**src/source/tbu_pkg.sv**
```systemverilog
package tbu_pkg;

  // Trellis size
  localparam int num_states = 16;
  localparam int state_w    = 4;   // Bits per state index

  // Traceback depth and output block length
  localparam int x_min   = 6;      // Stages walked back before output starts
  localparam int blk_len = 10;     // Decided bits per traceback

  // Survivor memory geometry
  localparam int mem_depth = 32;   // Stages held in the circular buffer
  localparam int entry_w   = state_w + 1;  // Predecessor plus decision bit

  // One trellis state index
  typedef logic [state_w-1:0] state_t;

  // Predecessors of all states, state s in slice s
  typedef logic [num_states*state_w-1:0] stage_prev_t;

  // Decision bits of all states, state s in bit s
  typedef logic [num_states-1:0] stage_desc_t;

  // Survivor memory address
  typedef logic [$clog2(mem_depth)-1:0] mem_addr_t;

  // One stored stage, entry s is {decision, predecessor}
  typedef logic [num_states*entry_w-1:0] mem_word_t;

  // Position inside an output block
  typedef logic [$clog2(blk_len)-1:0] blk_idx_t;

  // Traceback FSM
  typedef enum logic [1:0] {
    tb_idle,
    tb_discard,
    tb_emit
  } tb_state_e;

endpackage

```
**src/source/survivor_write.sv**
```systemverilog
`timescale 1ns/1ns

module survivor_write (
  input  logic                 clk,
  input  logic                 sys_rst,
  input  logic                 in_valid,
  input  tbu_pkg::stage_prev_t prev_state,
  input  tbu_pkg::stage_desc_t decision,
  output logic                 wr_en,
  output tbu_pkg::mem_addr_t   wr_addr,
  output tbu_pkg::mem_word_t   wr_data,
  output logic                 tb_start,
  output tbu_pkg::mem_addr_t   tb_addr
);

  localparam int fill_len = tbu_pkg::x_min + tbu_pkg::blk_len;

  tbu_pkg::mem_addr_t wr_ptr;
  tbu_pkg::mem_word_t packed_word;
  tbu_pkg::blk_idx_t  blk_cnt;                // Stages since last start, once filled
  logic [$clog2(fill_len+1)-1:0] stage_cnt;   // Saturates at fill_len
  logic               filled;
  logic               fire;
  logic               start_pend;             // Start is due once the write lands

  // Interleave predecessor and decision bit per state
  always_comb begin
    for (int s = 0; s < tbu_pkg::num_states; s++) begin
      packed_word[s*tbu_pkg::entry_w +: tbu_pkg::entry_w] =
        {decision[s], prev_state[s*tbu_pkg::state_w +: tbu_pkg::state_w]};
    end
  end

  assign filled = (stage_cnt == fill_len);
  assign fire   = in_valid && (filled ? (blk_cnt == tbu_pkg::blk_idx_t'(tbu_pkg::blk_len - 1))
                                      : (stage_cnt == fill_len - 1));

  always_ff @(posedge clk) begin
    if (sys_rst) begin
      wr_en      <= 1'b0;
      wr_ptr     <= '0;
      stage_cnt  <= '0;
      blk_cnt    <= '0;
      start_pend <= 1'b0;
      tb_start   <= 1'b0;
    end else begin
      wr_en      <= in_valid;
      start_pend <= fire;
      tb_start   <= start_pend;  // One cycle after the write
      if (in_valid) begin
        wr_ptr <= (wr_ptr == tbu_pkg::mem_addr_t'(tbu_pkg::mem_depth - 1)) ? '0 : wr_ptr + 1'b1;
        if (!filled) begin
          stage_cnt <= stage_cnt + 1'b1;
        end else if (blk_cnt == tbu_pkg::blk_idx_t'(tbu_pkg::blk_len - 1)) begin
          blk_cnt <= '0;
        end else begin
          blk_cnt <= blk_cnt + 1'b1;
        end
      end
    end
  end

  always_ff @(posedge clk) begin
    if (in_valid) begin
      wr_addr <= wr_ptr;
      wr_data <= packed_word;
    end
    if (start_pend) begin
      tb_addr <= wr_addr;  // Newest stage, traceback begins here
    end
  end

endmodule

```
**src/source/survivor_mem.sv**
```systemverilog
`timescale 1ns/1ns

module survivor_mem (
  input  logic               clk,
  input  logic               wr_en,
  input  tbu_pkg::mem_addr_t wr_addr,
  input  tbu_pkg::mem_word_t wr_data,
  input  tbu_pkg::mem_addr_t rd_addr,
  output tbu_pkg::mem_word_t rd_data
);

  // Circular store, one word per trellis stage
  tbu_pkg::mem_word_t mem [tbu_pkg::mem_depth];

  // Write port
  always_ff @(posedge clk) begin
    if (wr_en) begin
      mem[wr_addr] <= wr_data;
    end
  end

  // Read port, data one cycle after the address
  always_ff @(posedge clk) begin
    rd_data <= mem[rd_addr];
  end

endmodule

```
**src/source/traceback_engine.sv**
```systemverilog
`timescale 1ns/1ns

module traceback_engine (
  input  logic               clk,
  input  logic               sys_rst,
  input  logic               tb_start,
  input  tbu_pkg::mem_addr_t tb_addr,
  input  tbu_pkg::mem_word_t rd_data,
  output tbu_pkg::mem_addr_t rd_addr,
  output logic               bit_valid,
  output logic               bit_data
);

  tbu_pkg::tb_state_e fsm;
  tbu_pkg::state_t    cur_state;   // State whose entry is selected this step
  tbu_pkg::mem_addr_t addr_q;      // Next stage to read
  tbu_pkg::mem_addr_t addr_prev;
  tbu_pkg::blk_idx_t  step_cnt;
  logic [tbu_pkg::entry_w-1:0] cur_entry;

  // The start address goes out directly so the first word returns next cycle
  assign rd_addr = (fsm == tbu_pkg::tb_idle) ? tb_addr : addr_q;

  // Walk backwards through the circular buffer
  assign addr_prev = (rd_addr == '0) ? tbu_pkg::mem_addr_t'(tbu_pkg::mem_depth - 1)
                                     : rd_addr - 1'b1;

  assign cur_entry = rd_data[int'(cur_state)*tbu_pkg::entry_w +: tbu_pkg::entry_w];

  always_ff @(posedge clk) begin
    if (sys_rst) begin
      fsm       <= tbu_pkg::tb_idle;
      cur_state <= '0;
      addr_q    <= '0;
      step_cnt  <= '0;
      bit_valid <= 1'b0;
    end else begin
      bit_valid <= 1'b0;
      case (fsm)
        tbu_pkg::tb_idle: begin
          if (tb_start) begin
            fsm       <= tbu_pkg::tb_discard;
            cur_state <= '0;  // Every traceback begins in state 0
            addr_q    <= addr_prev;
            step_cnt  <= '0;
          end
        end
        tbu_pkg::tb_discard: begin
          cur_state <= cur_entry[tbu_pkg::state_w-1:0];
          addr_q    <= addr_prev;
          if (step_cnt == tbu_pkg::blk_idx_t'(tbu_pkg::x_min - 1)) begin
            fsm      <= tbu_pkg::tb_emit;
            step_cnt <= '0;
          end else begin
            step_cnt <= step_cnt + 1'b1;
          end
        end
        tbu_pkg::tb_emit: begin
          cur_state <= cur_entry[tbu_pkg::state_w-1:0];
          addr_q    <= addr_prev;
          bit_valid <= 1'b1;  // Newest bit of the block first
          if (step_cnt == tbu_pkg::blk_idx_t'(tbu_pkg::blk_len - 1)) begin
            fsm      <= tbu_pkg::tb_idle;
            step_cnt <= '0;
          end else begin
            step_cnt <= step_cnt + 1'b1;
          end
        end
        default: fsm <= tbu_pkg::tb_idle;
      endcase
    end
  end

  always_ff @(posedge clk) begin
    if (fsm == tbu_pkg::tb_emit) begin
      bit_data <= cur_entry[tbu_pkg::state_w];  // Decision bit sits above the predecessor
    end
  end

endmodule

```
**src/source/bit_reorder.sv**
```systemverilog
`timescale 1ns/1ns

module bit_reorder (
  input  logic clk,
  input  logic sys_rst,
  input  logic bit_valid,
  input  logic bit_data,
  output logic out_valid,
  output logic out_bit
);

  logic [tbu_pkg::blk_len-1:0] bank [2];
  logic              wr_bank;
  logic              rd_bank;
  logic              rd_active;
  tbu_pkg::blk_idx_t wr_idx;   // Fills downward, newest bit at the top
  tbu_pkg::blk_idx_t rd_idx;   // Drains upward, oldest bit first

  assign out_valid = rd_active;
  assign out_bit   = bank[rd_bank][rd_idx];

  always_ff @(posedge clk) begin
    if (sys_rst) begin
      wr_bank   <= 1'b0;
      wr_idx    <= tbu_pkg::blk_idx_t'(tbu_pkg::blk_len - 1);
      rd_bank   <= 1'b0;
      rd_idx    <= '0;
      rd_active <= 1'b0;
    end else begin
      if (rd_active) begin
        if (rd_idx == tbu_pkg::blk_idx_t'(tbu_pkg::blk_len - 1)) begin
          rd_active <= 1'b0;
        end else begin
          rd_idx <= rd_idx + 1'b1;
        end
      end
      // A full bank starts draining next cycle, the other one takes new bits
      if (bit_valid) begin
        if (wr_idx == '0) begin
          wr_idx    <= tbu_pkg::blk_idx_t'(tbu_pkg::blk_len - 1);
          wr_bank   <= ~wr_bank;
          rd_bank   <= wr_bank;
          rd_idx    <= '0;
          rd_active <= 1'b1;
        end else begin
          wr_idx <= wr_idx - 1'b1;
        end
      end
    end
  end

  always_ff @(posedge clk) begin
    if (bit_valid) begin
      bank[wr_bank][wr_idx] <= bit_data;
    end
  end

endmodule

```
**src/source/tbu_top.sv**
```systemverilog
`timescale 1ns/1ns

module tbu_top (
  input  logic                 clk,
  input  logic                 sys_rst,
  input  logic                 in_valid,    // At most every other cycle
  input  tbu_pkg::stage_prev_t prev_state,
  input  tbu_pkg::stage_desc_t decision,
  output logic                 out_valid,
  output logic                 out_bit
);

  logic               wr_en;
  tbu_pkg::mem_addr_t wr_addr;
  tbu_pkg::mem_word_t wr_data;
  logic               tb_start;
  tbu_pkg::mem_addr_t tb_addr;
  tbu_pkg::mem_addr_t rd_addr;
  tbu_pkg::mem_word_t rd_data;
  logic               bit_valid;
  logic               bit_data;

  survivor_write u_write (
    .clk        (clk),
    .sys_rst    (sys_rst),
    .in_valid   (in_valid),
    .prev_state (prev_state),
    .decision   (decision),
    .wr_en      (wr_en),
    .wr_addr    (wr_addr),
    .wr_data    (wr_data),
    .tb_start   (tb_start),
    .tb_addr    (tb_addr)
  );

  survivor_mem u_mem (
    .clk     (clk),
    .wr_en   (wr_en),
    .wr_addr (wr_addr),
    .wr_data (wr_data),
    .rd_addr (rd_addr),
    .rd_data (rd_data)
  );

  traceback_engine u_engine (
    .clk       (clk),
    .sys_rst   (sys_rst),
    .tb_start  (tb_start),
    .tb_addr   (tb_addr),
    .rd_data   (rd_data),
    .rd_addr   (rd_addr),
    .bit_valid (bit_valid),
    .bit_data  (bit_data)
  );

  bit_reorder u_reorder (
    .clk       (clk),
    .sys_rst   (sys_rst),
    .bit_valid (bit_valid),
    .bit_data  (bit_data),
    .out_valid (out_valid),
    .out_bit   (out_bit)
  );

endmodule

```
**config.mk**
```make
export PLATFORM = sky130hd
export DESIGN_NAME = tbu_top
export DESIGN_NICKNAME = d
export VERILOG_FILES = /design/src/source/tbu_pkg.sv /design/src/source/survivor_write.sv /design/src/source/survivor_mem.sv /design/src/source/traceback_engine.sv /design/src/source/bit_reorder.sv /design/src/source/tbu_top.sv
export SDC_FILE = /design/constraint.sdc
export NUM_CORES = 2
export LEC_CHECK = 0
export BUFFER_PORTS_ARGS = -buffer_cell sky130_fd_sc_hd__buf_2
export CAP_MARGIN = 20
export CELL_PAD_IN_SITES_DETAIL_PLACEMENT = 0
export CELL_PAD_IN_SITES_GLOBAL_PLACEMENT = 2
export CORE_UTILIZATION = 45
export CTS_CLUSTER_SIZE = 24
export DETAILED_ROUTE_END_ITERATION = 7
export GPL_TIMING_DRIVEN = 0
export PLACE_DENSITY = 0.78
export SLEW_MARGIN = 40
export SYNTH_ARGS = -nofsm -noshare
export SYNTH_HDL_FRONTEND = slang
export SYNTH_SLANG_ARGS = --single-unit
```
**constraint.sdc**
```tcl
create_clock -name clk -period 7.9 [get_ports clk]
set_input_delay 1.975 -clock clk [delete_from_list [all_inputs] [get_ports clk]]
set_output_delay 1.975 -clock clk [all_outputs]
set_load 0.005 [all_outputs]
```
==> summary.txt <==
Yosys
  – Largest area contributor in the netlist: edfxtp_1
  – Syn Area/Cell: 15.3 um2
  – Register area share after synthesis: 0.762
  – Top_reg_cell synth: edfxtp_1
  – Top cell type's share of synthesized area: 0.739
  – Synthesized flop and latch total: 2796
  – Synthesized Nets: 7178
  – Ys async rst share: 0
  – Ys Warns: 0
  – Gate Count Post-Synth: 7083
  – Commonest cells post-synth: 2671 x edfxtp_1, 959 x o22ai_1, 652 x nor2_1
  – Post-synth EDFFs: 2671
  – Syn Std Cell Area: 0.109 mm2
  – Distinct cells, synth: 61
  – Count leader, synth: edfxtp_1
  – Synth area leaders: edfxtp_1 74%, o22ai_1 5.5%, dfxtp_1 2.3%

Pwr
  – LEAKAGE: 40.5 nW
  – Worst vdd ir: 0.184 mV
  – Pwr Total: 0.0310 W
  – PD cells: 242 mW/mm2

Clocking
  – H-tree depth: 5
  – Postcts setup bufs: 0
  – CTS resizes: 0
  – Clock Sinks: 2796
  – CTS clk-pin slew, worst paths: 0.06 ns
  – Clock Latency Late Sink: 0.98 ns
  – Post-CTS Hold Fix Bufs: 0
  – CTS Buf Count: 309
  – CTS max path bufs: 4
  – Root buffer cell: clkbuf_16
  – CTS tree: built

Routing
  – Routed wire per std cell: 32.0 um
  – Post-route ant nets: 0
  – Drt pass-1 iters: 6
  – Via density: 6.41
  – Final WL: 358000 um
  – Vias: 71900
  – Initial drt markers: 9550
  – Drt drc: 0

Outcome
  – Run status: finished clean

Floorplan
  – Initial Util: 0.454
  – Die width: 493 um
  – # rows: 179
  – Die height: 493 um
  – Core Area: 0.239 mm2
  – I/O pin cnt: 85
  – Die area: 0.243 mm2

GRT
  – All-layer global routing usage: 0.289
  – Global-route wire length before repair: 503000 um
  – Largest net degree at the start of global routing: 46
  – Initial antenna violation count: 30
  – Vias in the first global route: 69000
  – Gr ovfl total: 0

Job
  – # Max-Cap Violations: 0

STA
  – Worst Skew: 0.0758 ns
  – Fin Setup TNS: 0 ns
  – Final Critical Period: 5.15 ns
  – RSZ-0062 raised after global routing: no
  – Final Cycle Share: 0.652
  – Setup violators final: 0
  – Final setup margin: 2.75 ns
  – Slew HR: 0.361
  – Slew Viols, Final: 0
  – Final Hold Viols: 0
  – Least-Margin Pin Slew: 0.959 ns
  – Max Fclk: 194 MHz

Placed design
  – Placed cells: 10600
  – Placement Setup Slack: 2.89 ns
  – GPL Wtd Cong: 0.872
  – Post-DP HPWL: 247000 um
  – I/O Buffers: 83

Cells and area
  – FILL cells: 19300
  – Syn-to-layout area delta: 18.1%
  – Final Net Count: 7873
  – Final cell count without fillers: 11200
  – Layout cell share with drive strength beyond 1: 0.163
  – Util after Layout: 0.537

Critical path
  – Data required time of the critical path: 8.66 ns
  – Critical Path AT: 5.91 ns
  – CP endpoint kind: register
  – Startpoint Class: register
  – Crit Path Max Fanout: 10
  – Critical setup path kind: register to register

Min path
  – Hold WC Path Type: register to register
-- registers in the layout, summed over array words and instances, names as in the netlist, 5 cells and up, named ones only --
| name | flops |
|---|---|
| u_engine.addr_q | 5 |
| u_mem.mem | 2560 |
| u_mem.rd_data | 80 |
| u_reorder.bank | 20 |
| u_write.stage_cnt | 5 |
| u_write.tb_addr | 5 |
| u_write.wr_addr | 5 |
| u_write.wr_data | 80 |
| u_write.wr_ptr | 5 |
-- final cells by class --
class	instances	area, um2	area share
Antenna cell	45	113	0.000879
Inverter	11	41.3	0.000322
Clock inverter	142	1320	0.0103
Clock buffer	391	8330	0.0650
Sequential cell	2796	82700	0.646
Tap cell	3167	3960	0.0309
Multi-Input combinational cell	3696	23500	0.183
Timing Repair Buffer	384	5510	0.0430
Buffer	580	2620	0.0204
-- final timing paths --
kind,from,end,slack [ns],cells past startpoint
max reg2reg,u_engine.fsm[1],u_mem.rd_data[36],2.75,11
max,u_engine.fsm[1],u_mem.rd_data[36],2.75,11
min,u_write.wr_ptr[1],u_write.wr_addr[1],0.49,0
min reg2reg,u_write.wr_ptr[1],u_write.wr_addr[1],0.49,0
-- layer usage --
layer	vias to the layer above	GRT usage	part of all wire
li1	30500	-	-
met1	36700	0.399	0.40
met2	4102	0.443	0.46
met3	629	0.0614	0.098
met4	4	0.128	0.040
met5	-	0	0.000061
-- worst max-delay path: stages (launching register included) --
cell	delay, ns
dfxtp_1	0.31
inv_1	0.10
ha_1	0.28
nand3b_1	0.56
a21boi_4	0.83
buf_4	0.49
buf_4	0.52
clkbuf_1	0.63
o221ai_1	0.19
nor2_1	0.16
nor3_1	0.12
nor4_1	0.75
-- logic make-up (layout without fill, tap and decap cells) --
group,count (synthesis),count (layout),share of synthesized area
multiplexers,40,40,0.00718
AO/OA/AOI/OAI,2062,2062,0.137
AND/OR/NAND/NOR,1571,1571,0.0676
flip-flops,2796,2796,0.762
other,0,45,0
adder cells (fa/ha/maj),12,12,0.00138
buffers and inverters,591,1508,0.0241
XOR/XNOR,11,11,0.000888
-- stage by stage --
| step | hold WS, ns | instance area (um2) |
|---|---|---|
| after detailed placement | 0.470 | 118000 |
| final | 0.489 | 128000 |
| after floorplan | 0.436 | 109000 |
| after global placement | 0.459 | 113000 |
| after global routing | 0.516 | 128000 |
| after CTS | 0.481 | 128000 |
-- cells in the final DEF, fill, tap and decap left out, drive strengths merged, types with 24 or more instances in the layout --
master	n
o311a	80
o221a	79
a2111oi	81
mux4	29
nor2	654
nor3	495
buf	662
a211o	80
nor4	80
diode	45
clkinv	97
o221ai	240
nand2	109
or3	83
dfxtp	125
o31ai	159
o22ai	959
clkbuf	693
o21ai	175
a21oi	24
edfxtp	2671
o21a	162
or2	83
-- power by group --
part,internal (W),switching (W),total (W)
sequential,0.0164,0.000143,0.0166
clock,0.00818,0.00578,0.0140
combinational,0.000122,0.000297,0.000419
total,0.0247,0.00622,0.0310
(Power assumes the default switching activity.)
